## src/hdl/bldc_pkg.sv

```systemverilog
`default_nettype none

package bldc_pkg;

    // ==================================================
    // PWM and duty cycle
    // ==================================================

    // Duty cycle width and its full scale value
    localparam int DUTY_W = 8;
    localparam int MAX_DUTY = 255;

    // One PWM period is a full pass of the per-phase counter
    localparam int PWM_PERIOD = 256;
    localparam int PWM_CNT_W = $clog2(PWM_PERIOD);

    // Clocks with both switches of a half-bridge off around every edge
    localparam int DEAD_TIME = 4;
    localparam int GAP_W = $clog2(DEAD_TIME + 1);

    // Role of one half-bridge within the current commutation step
    localparam logic [1:0] ROLE_FLOAT = 2'd0;
    localparam logic [1:0] ROLE_DRIVEN = 2'd1;
    localparam logic [1:0] ROLE_SUNK = 2'd2;

    // ==================================================
    // Startup ramp
    // ==================================================

    // Lowest duty that can turn the motor, about 2% of full scale
    localparam int MIN_DUTY = 5;

    // The ramp takes STARTUP_STEPS steps of STARTUP_STEP_CLOCKS clocks each
    localparam int STARTUP_STEP_CLOCKS = 16;
    localparam int STARTUP_STEPS = 15;
    localparam int STEP_CLK_W = $clog2(STARTUP_STEP_CLOCKS);
    localparam int STEP_CNT_W = $clog2(STARTUP_STEPS + 1);

    // ==================================================
    // Hall sensor monitor
    // ==================================================

    // The sensor is sampled once every HALL_SAMPLE_CLOCKS clocks
    localparam int HALL_SAMPLE_CLOCKS = 4;
    localparam int HALL_DIV_W = $clog2(HALL_SAMPLE_CLOCKS);

    // Consecutive equal samples needed before a latch changes
    localparam int HALL_STEADY_COUNT = 7;
    localparam int HALL_CNT_W = $clog2(HALL_STEADY_COUNT + 1);

    typedef enum logic [2:0] {
        STATE_STOP      = 3'd0,
        STATE_STARTUP   = 3'd1,
        STATE_RUN       = 3'd2,
        STATE_POLL_HALL = 3'd3,
        STATE_ERR       = 3'd4
    } motor_state_e;

    // Synchronised hall code plus the monitor latches
    typedef struct packed {
        logic [2:0] hall_s;
        logic       fault_req;
        logic       hw_fault;
        logic       disconnected;
    } hall_status_t;

    // What the sequencer asks of the bridge
    typedef struct packed {
        logic              active;
        logic              direction;
        logic [DUTY_W-1:0] duty;
    } drive_cmd_t;

    // Gate drives with bit 0 for phase A, bit 1 for B and bit 2 for C
    typedef struct packed {
        logic [2:0] high;
        logic [2:0] low;
    } phase_drive_t;

endpackage

`default_nettype wire

```

## src/hdl/hall_monitor.sv

```systemverilog
`default_nettype none
`timescale 1ns/1ps

module hall_monitor
    import bldc_pkg::*;
(
    input  logic         clk,
    input  logic         rst,
    input  logic [2:0]   hall,
    input  logic         polling,
    output hall_status_t status
);

    logic [2:0]            hall_q;
    logic [HALL_DIV_W-1:0] sample_div;
    logic                  sample;
    logic                  is_zero;
    logic                  is_ones;
    logic                  is_valid;
    logic [HALL_CNT_W-1:0] zero_cnt;
    logic [HALL_CNT_W-1:0] ones_cnt;
    logic [HALL_CNT_W-1:0] valid_cnt;
    logic                  zero_hit;
    logic                  ones_hit;
    logic                  valid_hit;
    logic                  fault_req;
    logic                  hw_fault;
    logic                  disconnected;

    // One register brings the asynchronous sensor lines into the clk domain
    always_ff @(posedge clk) begin
        hall_q <= hall;
    end

    // Free-running divider that takes a sample on its last count
    always_ff @(posedge clk) begin
        if (rst) begin
            sample_div <= '0;
        end else if (sample) begin
            sample_div <= '0;
        end else begin
            sample_div <= sample_div + 1'b1;
        end
    end

    assign sample = sample_div == HALL_DIV_W'(HALL_SAMPLE_CLOCKS - 1);

    // 000 means a shorted line, since all three inputs have pull-ups
    assign is_zero = hall_q == 3'b000;
    // 111 is what the pull-ups give with no sensor plugged in
    assign is_ones = hall_q == 3'b111;
    assign is_valid = !is_zero && !is_ones;

    // A hit is the sample that completes a run of HALL_STEADY_COUNT
    assign zero_hit = sample && is_zero && (zero_cnt == HALL_CNT_W'(HALL_STEADY_COUNT - 1));
    assign ones_hit = sample && is_ones && (ones_cnt == HALL_CNT_W'(HALL_STEADY_COUNT - 1));
    assign valid_hit = sample && is_valid && polling &&
                       (valid_cnt == HALL_CNT_W'(HALL_STEADY_COUNT - 1));

    // Run counters restart on any other code and after each hit
    always_ff @(posedge clk) begin
        if (rst) begin
            zero_cnt <= '0;
            ones_cnt <= '0;
            valid_cnt <= '0;
        end else if (sample) begin
            zero_cnt <= (is_zero && !zero_hit) ? zero_cnt + 1'b1 : '0;
            ones_cnt <= (is_ones && !ones_hit) ? ones_cnt + 1'b1 : '0;
            // Reconnection is only looked for while the sequencer polls
            valid_cnt <= (is_valid && polling && !valid_hit) ? valid_cnt + 1'b1 : '0;
        end
    end

    always_ff @(posedge clk) begin
        if (rst) begin
            fault_req <= 1'b0;
            hw_fault <= 1'b0;
            disconnected <= 1'b0;
        end else begin
            // Pulse only on a fresh set because a held code keeps hitting
            fault_req <= (zero_hit && !hw_fault) || (ones_hit && !disconnected);
            if (zero_hit) begin
                hw_fault <= 1'b1;
            end
            // Unplugging the sensor also clears a wiring fault
            if (ones_hit) begin
                disconnected <= 1'b1;
                hw_fault <= 1'b0;
            end
            if (valid_hit) begin
                disconnected <= 1'b0;
            end
        end
    end

    assign status = '{
        hall_s:       hall_q,
        fault_req:    fault_req,
        hw_fault:     hw_fault,
        disconnected: disconnected
    };

endmodule

`default_nettype wire

```

## src/hdl/motor_sequencer.sv

```systemverilog
`default_nettype none
`timescale 1ns/1ps

module motor_sequencer
    import bldc_pkg::*;
(
    input  logic              clk,
    input  logic              rst,
    input  logic              en,
    input  logic [DUTY_W-1:0] duty,
    input  logic              direction,
    input  hall_status_t      status,
    output logic              polling,
    output drive_cmd_t        cmd,
    output logic              fault
);

    motor_state_e          state;
    logic [STEP_CLK_W-1:0] step_clk;
    logic [STEP_CNT_W-1:0] step_cnt;
    logic [DUTY_W-1:0]     duty_r;
    logic                  duty_ok;
    logic                  step_tick;
    logic                  last_step;

    // Anything at or below MIN_DUTY is taken as a stop request
    assign duty_ok = duty > DUTY_W'(MIN_DUTY);

    // End of one ramp step
    assign step_tick = step_clk == STEP_CLK_W'(STARTUP_STEP_CLOCKS - 1);
    // The final step hands over to RUN instead of adding one more
    assign last_step = step_cnt == STEP_CNT_W'(STARTUP_STEPS - 1);

    // ==================================================
    // Motor state machine
    // ==================================================

    always_ff @(posedge clk) begin
        if (rst) begin
            state <= STATE_STOP;
            step_clk <= '0;
            step_cnt <= '0;
            duty_r <= '0;
        end else if (!en) begin
            // Disabling the driver also drops a pending error
            state <= STATE_STOP;
            step_clk <= '0;
            step_cnt <= '0;
            duty_r <= '0;
        end else if (status.fault_req) begin
            // A lost sensor is waited out, anything else is an error
            state <= status.disconnected ? STATE_POLL_HALL : STATE_ERR;
            step_clk <= '0;
            step_cnt <= '0;
            duty_r <= '0;
        end else begin
            case (state)
                STATE_STOP: begin
                    step_clk <= '0;
                    step_cnt <= '0;
                    // Latches that were set while disabled still block a start
                    if (status.hw_fault) begin
                        state <= STATE_ERR;
                    end else if (status.disconnected) begin
                        state <= STATE_POLL_HALL;
                    end else if (duty_ok) begin
                        // Ramp begins at the lowest usable duty
                        state <= STATE_STARTUP;
                        duty_r <= DUTY_W'(MIN_DUTY);
                    end else begin
                        duty_r <= '0;
                    end
                end

                STATE_STARTUP: begin
                    if (!duty_ok) begin
                        state <= STATE_STOP;
                        duty_r <= '0;
                    end else if (step_tick) begin
                        step_clk <= '0;
                        if (last_step) begin
                            state <= STATE_RUN;
                            duty_r <= duty;
                        end else begin
                            step_cnt <= step_cnt + 1'b1;
                            duty_r <= duty_r + 1'b1;
                        end
                    end else begin
                        step_clk <= step_clk + 1'b1;
                    end
                end

                STATE_RUN: begin
                    // Duty tracks the input with one register of delay
                    if (!duty_ok) begin
                        state <= STATE_STOP;
                        duty_r <= '0;
                    end else begin
                        duty_r <= duty;
                    end
                end

                STATE_POLL_HALL: begin
                    // The monitor clears the latch once a legal code is steady
                    if (!status.disconnected) begin
                        state <= STATE_STOP;
                    end
                end

                STATE_ERR: begin
                    // Left only when the sensor is unplugged, which clears hw_fault
                    if (!status.hw_fault) begin
                        state <= STATE_POLL_HALL;
                    end
                end

                default: begin
                    state <= STATE_STOP;
                end
            endcase
        end
    end

    // The hall monitor looks for reconnection only in this state
    assign polling = state == STATE_POLL_HALL;

    // Fault drops at once with en
    assign fault = en && (state == STATE_ERR);

    assign cmd = '{
        active:    (state == STATE_STARTUP) || (state == STATE_RUN),
        direction: direction,
        duty:      duty_r
    };

endmodule

`default_nettype wire

```

## src/hdl/phase_pwm.sv

```systemverilog
`default_nettype none
`timescale 1ns/1ps

module phase_pwm
    import bldc_pkg::*;
(
    input  logic              clk,
    input  logic              rst,
    input  logic [DUTY_W-1:0] duty,
    input  logic [1:0]        role,
    output logic              high,
    output logic              low
);

    logic [PWM_CNT_W-1:0] cnt;
    logic [DUTY_W:0]      low_start;
    logic                 high_want;
    logic                 low_want;
    logic [GAP_W-1:0]     high_gap;
    logic [GAP_W-1:0]     low_gap;
    logic                 high_ok;
    logic                 low_ok;

    // The period counters of all three phases leave reset together and stay aligned
    always_ff @(posedge clk) begin
        if (rst) begin
            cnt <= '0;
        end else if (cnt == PWM_CNT_W'(PWM_PERIOD - 1)) begin
            cnt <= '0;
        end else begin
            cnt <= cnt + 1'b1;
        end
    end

    // One bit wider so a duty near full scale cannot wrap
    assign low_start = {1'b0, duty} + (DUTY_W + 1)'(DEAD_TIME);

    // ==================================================
    // PWM rule per role
    // ==================================================

    always_comb begin
        high_want = 1'b0;
        low_want = 1'b0;
        case (role)
            ROLE_DRIVEN: begin
                // High for the duty part, low for the rest, dead time between
                high_want = (cnt >= PWM_CNT_W'(DEAD_TIME)) && (cnt < duty);
                // The counter never passes MAX_DUTY, so low runs to the end of the period
                low_want = {1'b0, cnt} >= low_start;
            end
            ROLE_SUNK: begin
                // The low switch carries the return current and skips the first counts
                low_want = cnt >= PWM_CNT_W'(DEAD_TIME);
            end
            default: begin
                high_want = 1'b0;
                low_want = 1'b0;
            end
        endcase
    end

    // Gap counters give dead time on role changes too, such as a direction flip
    assign high_ok = !low && (low_gap == GAP_W'(DEAD_TIME - 1));
    assign low_ok = !high && (high_gap == GAP_W'(DEAD_TIME - 1));

    always_ff @(posedge clk) begin
        if (rst) begin
            high <= 1'b0;
            low <= 1'b0;
            high_gap <= GAP_W'(DEAD_TIME - 1);
            low_gap <= GAP_W'(DEAD_TIME - 1);
        end else begin
            high <= high_want && high_ok;
            low <= low_want && low_ok;
            // Count clocks since each switch was last on, saturating
            if (high) begin
                high_gap <= '0;
            end else if (high_gap != GAP_W'(DEAD_TIME - 1)) begin
                high_gap <= high_gap + 1'b1;
            end
            if (low) begin
                low_gap <= '0;
            end else if (low_gap != GAP_W'(DEAD_TIME - 1)) begin
                low_gap <= low_gap + 1'b1;
            end
        end
    end

endmodule

`default_nettype wire

```

## src/hdl/commutation_bridge.sv

```systemverilog
`default_nettype none
`timescale 1ns/1ps

module commutation_bridge
    import bldc_pkg::*;
(
    input  logic         clk,
    input  logic         rst,
    input  drive_cmd_t   cmd,
    input  logic [2:0]   hall_s,
    output phase_drive_t phase
);

    logic [2:0] fwd_drv;
    logic [2:0] fwd_snk;
    logic [2:0] drv;
    logic [2:0] snk;
    logic [2:0] high_w;
    logic [2:0] low_w;

    // Forward six-step table with a one-hot driven and sunk phase per hall code
    always_comb begin
        case (hall_s)
            3'b001: {fwd_drv, fwd_snk} = {3'b001, 3'b010};
            3'b011: {fwd_drv, fwd_snk} = {3'b001, 3'b100};
            3'b010: {fwd_drv, fwd_snk} = {3'b010, 3'b100};
            3'b110: {fwd_drv, fwd_snk} = {3'b010, 3'b001};
            3'b100: {fwd_drv, fwd_snk} = {3'b100, 3'b001};
            3'b101: {fwd_drv, fwd_snk} = {3'b100, 3'b010};
            // Illegal codes leave every phase floating
            default: {fwd_drv, fwd_snk} = {3'b000, 3'b000};
        endcase
    end

    // Reverse (direction 1) swaps the driven and sunk phase of each step
    assign drv = cmd.direction ? fwd_snk : fwd_drv;
    assign snk = cmd.direction ? fwd_drv : fwd_snk;

    for (genvar i = 0; i < 3; i++) begin : g_phase
        logic [1:0] role;

        assign role = !cmd.active ? ROLE_FLOAT :
                      drv[i]      ? ROLE_DRIVEN :
                      snk[i]      ? ROLE_SUNK : ROLE_FLOAT;

        phase_pwm u_pwm (
            .clk  (clk),
            .rst  (rst),
            .duty (cmd.duty),
            .role (role),
            .high (high_w[i]),
            .low  (low_w[i])
        );
    end

    // Output register in front of the gate drivers
    always_ff @(posedge clk) begin
        if (rst) begin
            phase <= '0;
        end else begin
            phase <= '{high: high_w, low: low_w};
        end
    end

endmodule

`default_nettype wire

```

## src/hdl/bldc_driver.sv

```systemverilog
`default_nettype none
`timescale 1ns/1ps

module bldc_driver
    import bldc_pkg::*;
(
    input  logic              clk,
    input  logic              rst,
    input  logic              en,
    input  logic [2:0]        hall,
    input  logic [DUTY_W-1:0] duty,
    input  logic              direction,
    output phase_drive_t      phase,
    output logic              connected,
    output logic              fault
);

    hall_status_t status;
    drive_cmd_t   cmd;
    logic         polling;

    // Sensor synchroniser and fault latches
    hall_monitor u_hall_monitor (
        .clk     (clk),
        .rst     (rst),
        .hall    (hall),
        .polling (polling),
        .status  (status)
    );

    // State machine and startup ramp
    motor_sequencer u_sequencer (
        .clk       (clk),
        .rst       (rst),
        .en        (en),
        .duty      (duty),
        .direction (direction),
        .status    (status),
        .polling   (polling),
        .cmd       (cmd),
        .fault     (fault)
    );

    // Six-step decode and the three half-bridges
    commutation_bridge u_bridge (
        .clk    (clk),
        .rst    (rst),
        .cmd    (cmd),
        .hall_s (status.hall_s),
        .phase  (phase)
    );

    assign connected = !status.disconnected;

endmodule

`default_nettype wire

```

## config.mk

```make
export PLATFORM = sky130hd
export DESIGN_NAME = bldc_driver
export DESIGN_NICKNAME = d
export VERILOG_FILES = /design/src/hdl/bldc_pkg.sv /design/src/hdl/hall_monitor.sv /design/src/hdl/motor_sequencer.sv /design/src/hdl/phase_pwm.sv /design/src/hdl/commutation_bridge.sv /design/src/hdl/bldc_driver.sv
export SDC_FILE = /design/constraint.sdc
export NUM_CORES = 1
export LEC_CHECK = 0
export BUFFER_PORTS_ARGS = -buffer_cell sky130_fd_sc_hd__buf_2
export CAP_MARGIN = 5
export CORE_MARGIN = 5
export CORE_UTILIZATION = 53
export CTS_CLUSTER_DIAMETER = 150
export CTS_CLUSTER_SIZE = 24
export DETAILED_ROUTE_END_ITERATION = 10
export GPL_TIMING_DRIVEN = 1
export PLACE_DENSITY = 0.81
export SLEW_MARGIN = 10
export SYNTH_ARGS = -nofsm -noshare
export SYNTH_HDL_FRONTEND = slang
export SYNTH_HIERARCHICAL = 1
export SYNTH_SLANG_ARGS = --single-unit
```

## constraint.sdc

```tcl
create_clock -name clk -period 2.1 [get_ports clk]
set_input_delay 0.315 -clock clk [delete_from_list [all_inputs] [get_ports clk]]
set_output_delay 0.315 -clock clk [all_outputs]
set_load 0.02 [all_outputs]
```

Yosys cells after proc, flatten, opt, wreduce, memory -nomap -nowiden
Cells that the tools add are included.
{ "word_totals": {"regBits": 90, "latchBits": 0, "mem_bits_rw": 0, "rom_bits": 0, "out_inout_bits": 8, "memories": 0} }
{ "op_classes": {"n_addsub": 17, "mul": 0, "div_mod_pow": 0, "magnitude_cmp": 10, "n_eq_ne": 50, "shift": 0, "muxes": 61, "n_bitwise": 1, "reduce_logical": 79} }
{ "op_table": {"columns": ["operator", "n"], "rows": [
  ["3-bit two-way mux", 17],
  ["8-bit two-way mux", 6],
  ["2-bit two-way mux", 21],
  ["2-bit OR reduction", 19],
  ["8-bit by 1-bit adder with 8-bit output (second input constant)", 4],
  ["3-bit by 2-bit == test with 1-bit output (second input constant)", 10],
  ["1-bit logical AND", 30],
  ["3-bit by 1-bit adder with 3-bit output (second input constant)", 9],
  ["8-bit by 9-bit >= comparator with 1-bit output", 3],
  ["3-bit == test (second input constant)", 8],
  ["8-bit == test (second input constant)", 3],
  ["8-bit by 3-bit >= comparator with 1-bit output (second input constant)", 3],
  ["8-bit < comparator", 3],
  ["8-bit case mux with 3 select lines", 1],
  ["4-bit two-way mux", 5],
  ["3-bit by 2-bit inequality test with 1-bit output (second input constant)", 6],
  ["3-bit case mux with 3 select lines", 2],
  ["4-bit case mux with 2 select lines", 2],
  ["3-bit case mux with 5 select lines", 1],
  ["2-bit nonzero test", 7],
  ["1-bit logical NOT", 13],
  ["3-bit inequality test (second input constant)", 4],
  ["8-bit by 3-bit adder with 9-bit output (second input constant)", 1],
  ["4-bit by 1-bit adder with 4-bit output (second input constant)", 2],
  ["20 further kinds", 38]
]} }

Longest topological paths before layout
Gate-level depths: netlist (run 1).
{ "logic_depth": {"ltp_word": 10, "mapped_depth": 11, "mapped_depth_nobuf": 10} }

By module
The synthesis (run 1) kept the hierarchy.
{ "modules_own_cells": {"columns": ["mod", "n_inst", "cells_each", "area_each_um2"], "rows": [
  ["phase_pwm at u_bridge.g_phase[0].u_pwm ...", 2, 126, 1117.3],
  ["motor_sequencer", 1, 169, 1347.5],
  ["phase_pwm at u_bridge.g_phase[2].u_pwm", 1, 128, 1134.8],
  ["hall_monitor", 1, 85, 803.3],
  ["commutation_bridge", 1, 30, 260.2],
  ["bldc_driver", 1, 1, 3.8]
]} }

Worst setup path before layout (run 1)
No wires, ideal clock.
{ "synth_timing": {"path_type": "reg-to-reg", "startpoint": "register u_sequencer.state[1]", "endpoint": "register u_bridge.g_phase[1].u_pwm.low", "setup_time_ps": 69, "t_arrival_ps": 2196, "required_time_ps": 2031, "setup_slack_ps": -166, "stages_incl_launch_ff": 12, "synth_period_minus_slack_ps": 2266, "cell_sequence": "dfxtp_1 buf_2 nand2b_1 a21o_1 inv_2 nand2b_1 o22ai_1 inv_1 ha_1 nor4b_1 o311ai_0 o21ai_1"} }
{ "synth_lines": {"columns": ["element", "line", "rtl"], "rows": [
  ["start, declared", "motor_sequencer.sv:18", "motor_state_e state;"],
  ["start signal, assigned", "motor_sequencer.sv:52", "state <= status.disconnected ? STATE_POLL_HALL : STATE_ERR;"],
  ["end signal, assigned", "phase_pwm.sv:75", "low <= low_want && low_ok;"],
  ["end, declared", "phase_pwm.sv:12", "output logic low"]
]} }

==> metrics.cfg, run 1 <==
[power]
leakage_nw = 2.74
worst_ir_drop_vdd_mv = 0.674
power_density_nw_per_um2 = 692

[timing]
fin_setup_tns_ns = -0.0408
max-slew-margin-rel_pct = 60.1
tightestPinTransition_ns = 0.598
hold_viol_final = 0
rsz0062_at_grt = true
fin_crit_sh_pct = 102
fin_ws_ns = -0.0355
finalClockSkew_ns = 0.0128
fmax_mhz = 468
finalSetupViolCount = 2
drv_slew = 0
period_needed_ns = 2.14

[logic_synthesis]
async_flop_share_pct = 0
synth_nets = 760
netlist_area_sq_um = 5780
synth-xor-area-share_pct = 6.06
synth_adder_area_share_pct = 17.3
synth_top_family_by_area = simple AND/OR/NAND/NOR gates
netlist_instances = 665
synth_edf_count = 0
yosysTopAreaCell = dfxtp_1
muxShareOfSynthArea_pct = 1.58
synth.ff_latch_count = 90
ys.warnings.count = 6
synth_top_area_share_pct = 31.1
ys_dominant_reg_cell = dfxtp_1
synth.avg_cell_area_sq_um = 8.70
yosysMostFrequentCell = dfxtp_1
synth_cell_types = 75
synth_compound_area_share_pct = 15.2
yosys.area_share.simple_pct = 22.9
ys_top_cells_by_count = dfxtp_1, ha_1, inv_1
synthTopCellsByArea = dfxtp_1, ha_1, inv_1
yosysSeqAreaShare_pct = 31.1

[placement]
dp_hpwl_um = 9400
gp_congestion = 0.875
post_dp_cell_area_sq_um = 6160
port_buffers = 22

[floorplan]
rows = 38
start_util_pct = 53.8
die_x_um = 114
die_h_um = 114
die-area_sq_um = 13100
core_sq_um = 10700
io_pins = 23

[layout]
final_nets = 804
fillerInstances = 905
multiInputGateArea_sq_um = 3860
diodes = 0
syn2layout_area_growth_pct = 15.1
finalInstanceArea_sq_um = 6660
ff_latch_area_sq_um = 1810
drive_above_1_share_pct = 18.2

[grt]
grt_pass1_vias = 4967
grtUsageTotal_pct = 20.4
grt_pass1_wl_um = 22100
antenna_found_initial = 0
grt_overflow = 0
grt_max_degree = 55

[setup_path]
crit_required_ns = 2.40
crit_top_cell = nand2b_4
crit_type = flop to flop
cp_max_fo = 8
arrival_ns = 2.44
max_stage_delay_ns = 0.54
timing.rr.start = u_sequencer/state[0]
slowest_stage = or4b_4
reg2regPathDepth = 9
r2r_setup_slack_ns = -0.04
cp-end-kind = flop
crit_family = simple AND/OR/NAND/NOR gates
path_buf_inv = 2
timing.rr.end = u_bridge/g_phase[2].u_pwm/low
critPathLaunchType = flop
path_cells = nand2b_4 -> a21o_1 -> clkinv_4 -> nand2b_4 -> o22ai_4 -> inv_2 -> ha_4 -> or4b_4 -> a21oi_2

[clock_network]
cts_sinks = 90
path_clk_slew_ns = 0.09
clockRootBuffer = clkbuf_8
cts-htree-levels = 3
ctsLongestPathBuffers = 2
cts_tree = yes
cts_buffers = 9
clk_latency_ns = 0.37
hold_buffers = 0

[outcome]
status = complete, but fails checks
violations = negative setup slack

[worst_hold_path]
worstHoldStart = hall[1]
hold_path_depth = 1
hold_class = input port to flop
whs_endpoint = u_hall_monitor/hall_q[1]

[route]
drt_iter0_markers = 287
vias = 5028
ant_nets = 0
firstDrtPassIters = 5
routed_wl_um = 13100
avgRoutedWirePerCell_um = 15.4
routed_via_density = 5.89
drc = 0

[run]
drv_cap = 0

## routing by layer
metal | up-vias | wire length, um | GRT usage (%)
met3 | 33 | 688 | 5.18
li1 | 2450 | - | -
met1 | 2395 | 5560 | 24.2
met2 | 150 | 6620 | 35.7
met4 | 0 | 254 | 7.05
met5 | - | 0 | 0
## power breakdown
part | internal (mW) | leakage, nW | switching [mW]
Clock | 0.829 | 0.125 | 0.635
Sequential | 1.87 | 0.737 | 0.119
Combinational | 0.543 | 1.87 | 0.615
Total | 3.24 | 2.74 | 1.37
## worst max path at each step
stage / from / end / slack (ns) / cells after the start
2_1_floorplan: u_sequencer/state[1] / u_bridge/g_phase[2].u_pwm/low / -0.01 / 10
3_3_place_gp: u_sequencer/state[0] / u_bridge/g_phase[1].u_pwm/low / 0.08 / 10
3_5_place_dp: u_sequencer/state[0] / u_bridge/g_phase[1].u_pwm/low / -0.03 / 10
4_1_cts: u_sequencer/state[0] / u_bridge/g_phase[1].u_pwm/low / 0.002 / 10
5_1_grt: u_sequencer/state[0] / u_bridge/g_phase[0].u_pwm/low / -0.07 / 10
6_report: u_sequencer/state[0] / u_bridge/g_phase[2].u_pwm/low / -0.04 / 9
## through the flow
step / setup WS, ns / hold slack [ns] / total power, mW / cells / utilization (%)
after detailed placement: -0.0301 / 0.422 / 3.13 / 834 / 57.4
after global placement: 0.0789 / 0.413 / 3.01 / 834 / 57.4
final: -0.0355 / 0.0368 / 4.61 / 853 / 62.0
after CTS: 0.00198 / 0.0205 / 4.61 / 850 / 59.8
after floorplan: -0.0115 / 0.343 / 2.85 / 665 / -
after global routing: -0.0655 / 0.0143 / 4.90 / 853 / 62.0
## cell type report
class | count | share of cell area (%)
Tap cell | 140 | 2.63
Timing Repair Buffer | 49 | 4.89
Clock inverter | 5 | 1.65
Inverter | 61 | 3.51
Clock buffer | 10 | 2.07
Sequential cell | 90 | 27.3
Multi-Input combinational cell | 498 | 58.0
## placed cells by master, fill, tap and decap left out, drive strengths merged, types with 18 or more instances in the layout
cell / instances
inv: 62
nand3: 41
xnor2: 21
a21oi: 35
nand2: 35
xor2: 19
nor2: 59
dfxtp: 90
nor3: 20
nand2b: 18
buf: 49
ha: 80
## cells by family after synthesis
family | Yosys count
xor+xnor | 40
compound gates | 127
simple gates | 242
mux | 9
flops | 90
buf+inv | 77
fa+ha+maj | 80
## what timing repair did
action,CTS,global route
setup endpoints to repair,3,5
pin swaps,3,14
setup buffers,1,3
resized for setup,2,37
## state kept, by name, indices dropped and copies added (netlist names), 4 cells and up
| register | cells |
|---|---|
| u_bridge/g_phase.u_pwm/cnt | 24 |
| u_bridge/g_phase.u_pwm/high_gap | 9 |
| u_bridge/g_phase.u_pwm/low_gap | 9 |
| u_sequencer/duty_r | 8 |
| u_bridge/phase | 6 |
| u_sequencer/step_clk | 4 |
| u_sequencer/step_cnt | 4 |
Note: power is estimated with default switching activity, not from simulation.
==> run 2, diff against run 1 <==
--- a/config.mk
+++ b/config.mk
@@ -5,7 +5,7 @@
 export SDC_FILE = /design/constraint.sdc
 export NUM_CORES = 1
 export LEC_CHECK = 0
-export BUFFER_PORTS_ARGS = -buffer_cell sky130_fd_sc_hd__buf_2
+export BUFFER_PORTS_ARGS = -buffer_cell sky130_fd_sc_hd__buf_4
 export CAP_MARGIN = 5
 export CORE_MARGIN = 5
 export CORE_UTILIZATION = 53
@@ -13,7 +13,9 @@
 export CTS_CLUSTER_SIZE = 24
 export DETAILED_ROUTE_END_ITERATION = 10
 export GPL_TIMING_DRIVEN = 1
+export HOLD_SLACK_MARGIN = 0.02
 export PLACE_DENSITY = 0.81
+export SKIP_CTS_REPAIR_TIMING = 1
 export SLEW_MARGIN = 10
 export SYNTH_ARGS = -nofsm -noshare
 export SYNTH_HDL_FRONTEND = slang
==> metrics.cfg, run 2 (synthesized netlist as in run 1, its figures left out) <==
[setup_path]
arrival_ns = 2.46
max_stage_delay_ns = 0.35
timing.rr.start = u_sequencer/state[0]
slowest_stage = dfxtp_2
cp-end-kind = flop
timing.rr.end = u_bridge/g_phase[1].u_pwm/low
critPathLaunchType = flop
reg2regPathDepth = 11
cp_max_fo = 7
crit_required_ns = 2.42
crit_type = flop to flop
r2r_setup_slack_ns = -0.04
cp-startpoint = u_sequencer/state[0]
path_cells = buf_4 -> nand2b_4 -> a21o_1 -> clkinv_4 -> nand2_1 -> o22ai_2 -> inv_1 -> ha_4 -> nor4b_4 -> o311ai_1 -> o21ai_1

[clock_network]
ctsLongestPathBuffers = 2
clockRootBuffer = clkbuf_8
cts-htree-levels = 3
cts_tree = yes
clk_latency_ns = 0.38
cts_sinks = 90
cts_buffers = 9
path_clk_slew_ns = 0.10

[layout]
final_nets = 809
diodes = 0
finalInstanceArea_sq_um = 6690
mostFrequentLayoutCells = dfxtp_1, ha_1, inv_1
largest-register = u_bridge/g_phase.u_pwm/cnt
syn2layout_area_growth_pct = 15.7
drive_above_1_share_pct = 16.8
largestRegisters = u_bridge/g_phase.u_pwm/cnt (24), u_bridge/g_phase.u_pwm/high_gap (9), u_bridge/g_phase.u_pwm/low_gap (9)
layout_commonest_cell = dfxtp_1
largest_reg_flops = 24

[grt]
antenna_found_initial = 0
grt_pass1_vias = 4926
grt_pass1_wl_um = 22000
grtUsageTotal_pct = 20.4
grt_overflow = 0
grt_max_degree = 55

[power]
leakage_nw = 2.76
power_mw = 4.61
power_density_nw_per_um2 = 689
worst_ir_drop_vdd_mv = 0.355

[placement]
port_buffers = 22
dp_hpwl_um = 9400
gp_congestion = 0.902
post_dp_cell_area_sq_um = 6220

[worst_hold_path]
worstHoldStart = duty[5]
whs_endpoint = u_sequencer/duty_r[5]
hold_path_depth = 3
hold_class = input port to flop

[timing]
rsz0062_at_grt = true
finalSetupViolCount = 1
period_needed_ns = 2.14
hold_viol_final = 0
finalClockSkew_ns = 0.0133
fin_hold_ws_ns = 0.197
fmax_mhz = 466
max-slew-margin-rel_pct = 52.4
fin_crit_sh_pct = 102
drv_slew = 0
fin_setup_tns_ns = -0.0438
tightestPinTransition_ns = 0.714
fin_ws_ns = -0.0438

[floorplan]
io_pins = 23
die_x_um = 114
rows = 38
core_sq_um = 10700
die_h_um = 114
die-area_sq_um = 13100
start_util_pct = 53.8

[outcome]
status = complete, but fails checks
violations = negative setup slack

[route]
avgRoutedWirePerCell_um = 15.8
vias = 5015
ant_nets = 0
routed_via_density = 5.84
drt_iter0_markers = 335
routed_wl_um = 13600
drc = 0
firstDrtPassIters = 5

[run]
drv_cap = 0

==> run 2: worst max-delay path by stage <==
stage               slack [ns]                             to  depth (start not counted)
finish                   -0.04  u_bridge/g_phase[1].u_pwm/low                         11
CTS                      -0.04  u_bridge/g_phase[1].u_pwm/low                         10
global placement          0.10  u_bridge/g_phase[1].u_pwm/low                         10
detailed placement      -0.004  u_bridge/g_phase[1].u_pwm/low                         10
global route             -0.08  u_bridge/g_phase[0].u_pwm/low                         11
floorplan                -0.01  u_bridge/g_phase[2].u_pwm/low                         10
==> run 2: power by group <==
group / switching (mW) / leakage [nW] / internal, mW / total, mW
logic: 0.622 / 1.91 / 0.562 / 1.18
clock network: 0.650 / 0.121 / 0.795 / 1.45
registers: 0.115 / 0.736 / 1.87 / 1.98
total: 1.39 / 2.76 / 3.22 / 4.61
==> run 2: layout make-up <==
cell class	count	area, sq um
Timing Repair Buffer	54	413
Clock buffer	10	128
Multi-Input combinational cell	498	3820
Sequential cell	90	1810
Clock inverter	6	113
Tap cell	140	175
Fill cell	873	4050
Inverter	61	234
==> run 2: stage by stage <==
stage	setup WS (ns)	utilization, %	std cells
2_1_floorplan	-0.0115	-	665
3_3_place_gp	0.102	57.9	834
3_5_place_dp	-0.00400	57.9	834
4_1_cts	-0.0378	60.1	850
5_1_grt	-0.0776	62.3	859
6_report	-0.0438	62.3	859
==> run 2: critical path, delay by kind of cell (launching register included) <==
| family | cells | cell delay, ns |
|---|---|---|
| adder cells (fa/ha/maj) | 1 | 0.25 |
| buffers and inverters | 3 | 0.34 |
| flip-flops | 1 | 0.35 |
| AO/OA/AOI/OAI | 4 | 0.63 |
| AND/OR/NAND/NOR | 3 | 0.49 |
==> run 2: metal layers <==
layer	GRT usage [%]	part of all wire (%)	vias up
li1	-	-	2454
met1	24.7	43	2396
met2	35.7	51	131
met3	4.12	4.1	34
met4	7.05	2.0	0
met5	0	0	-
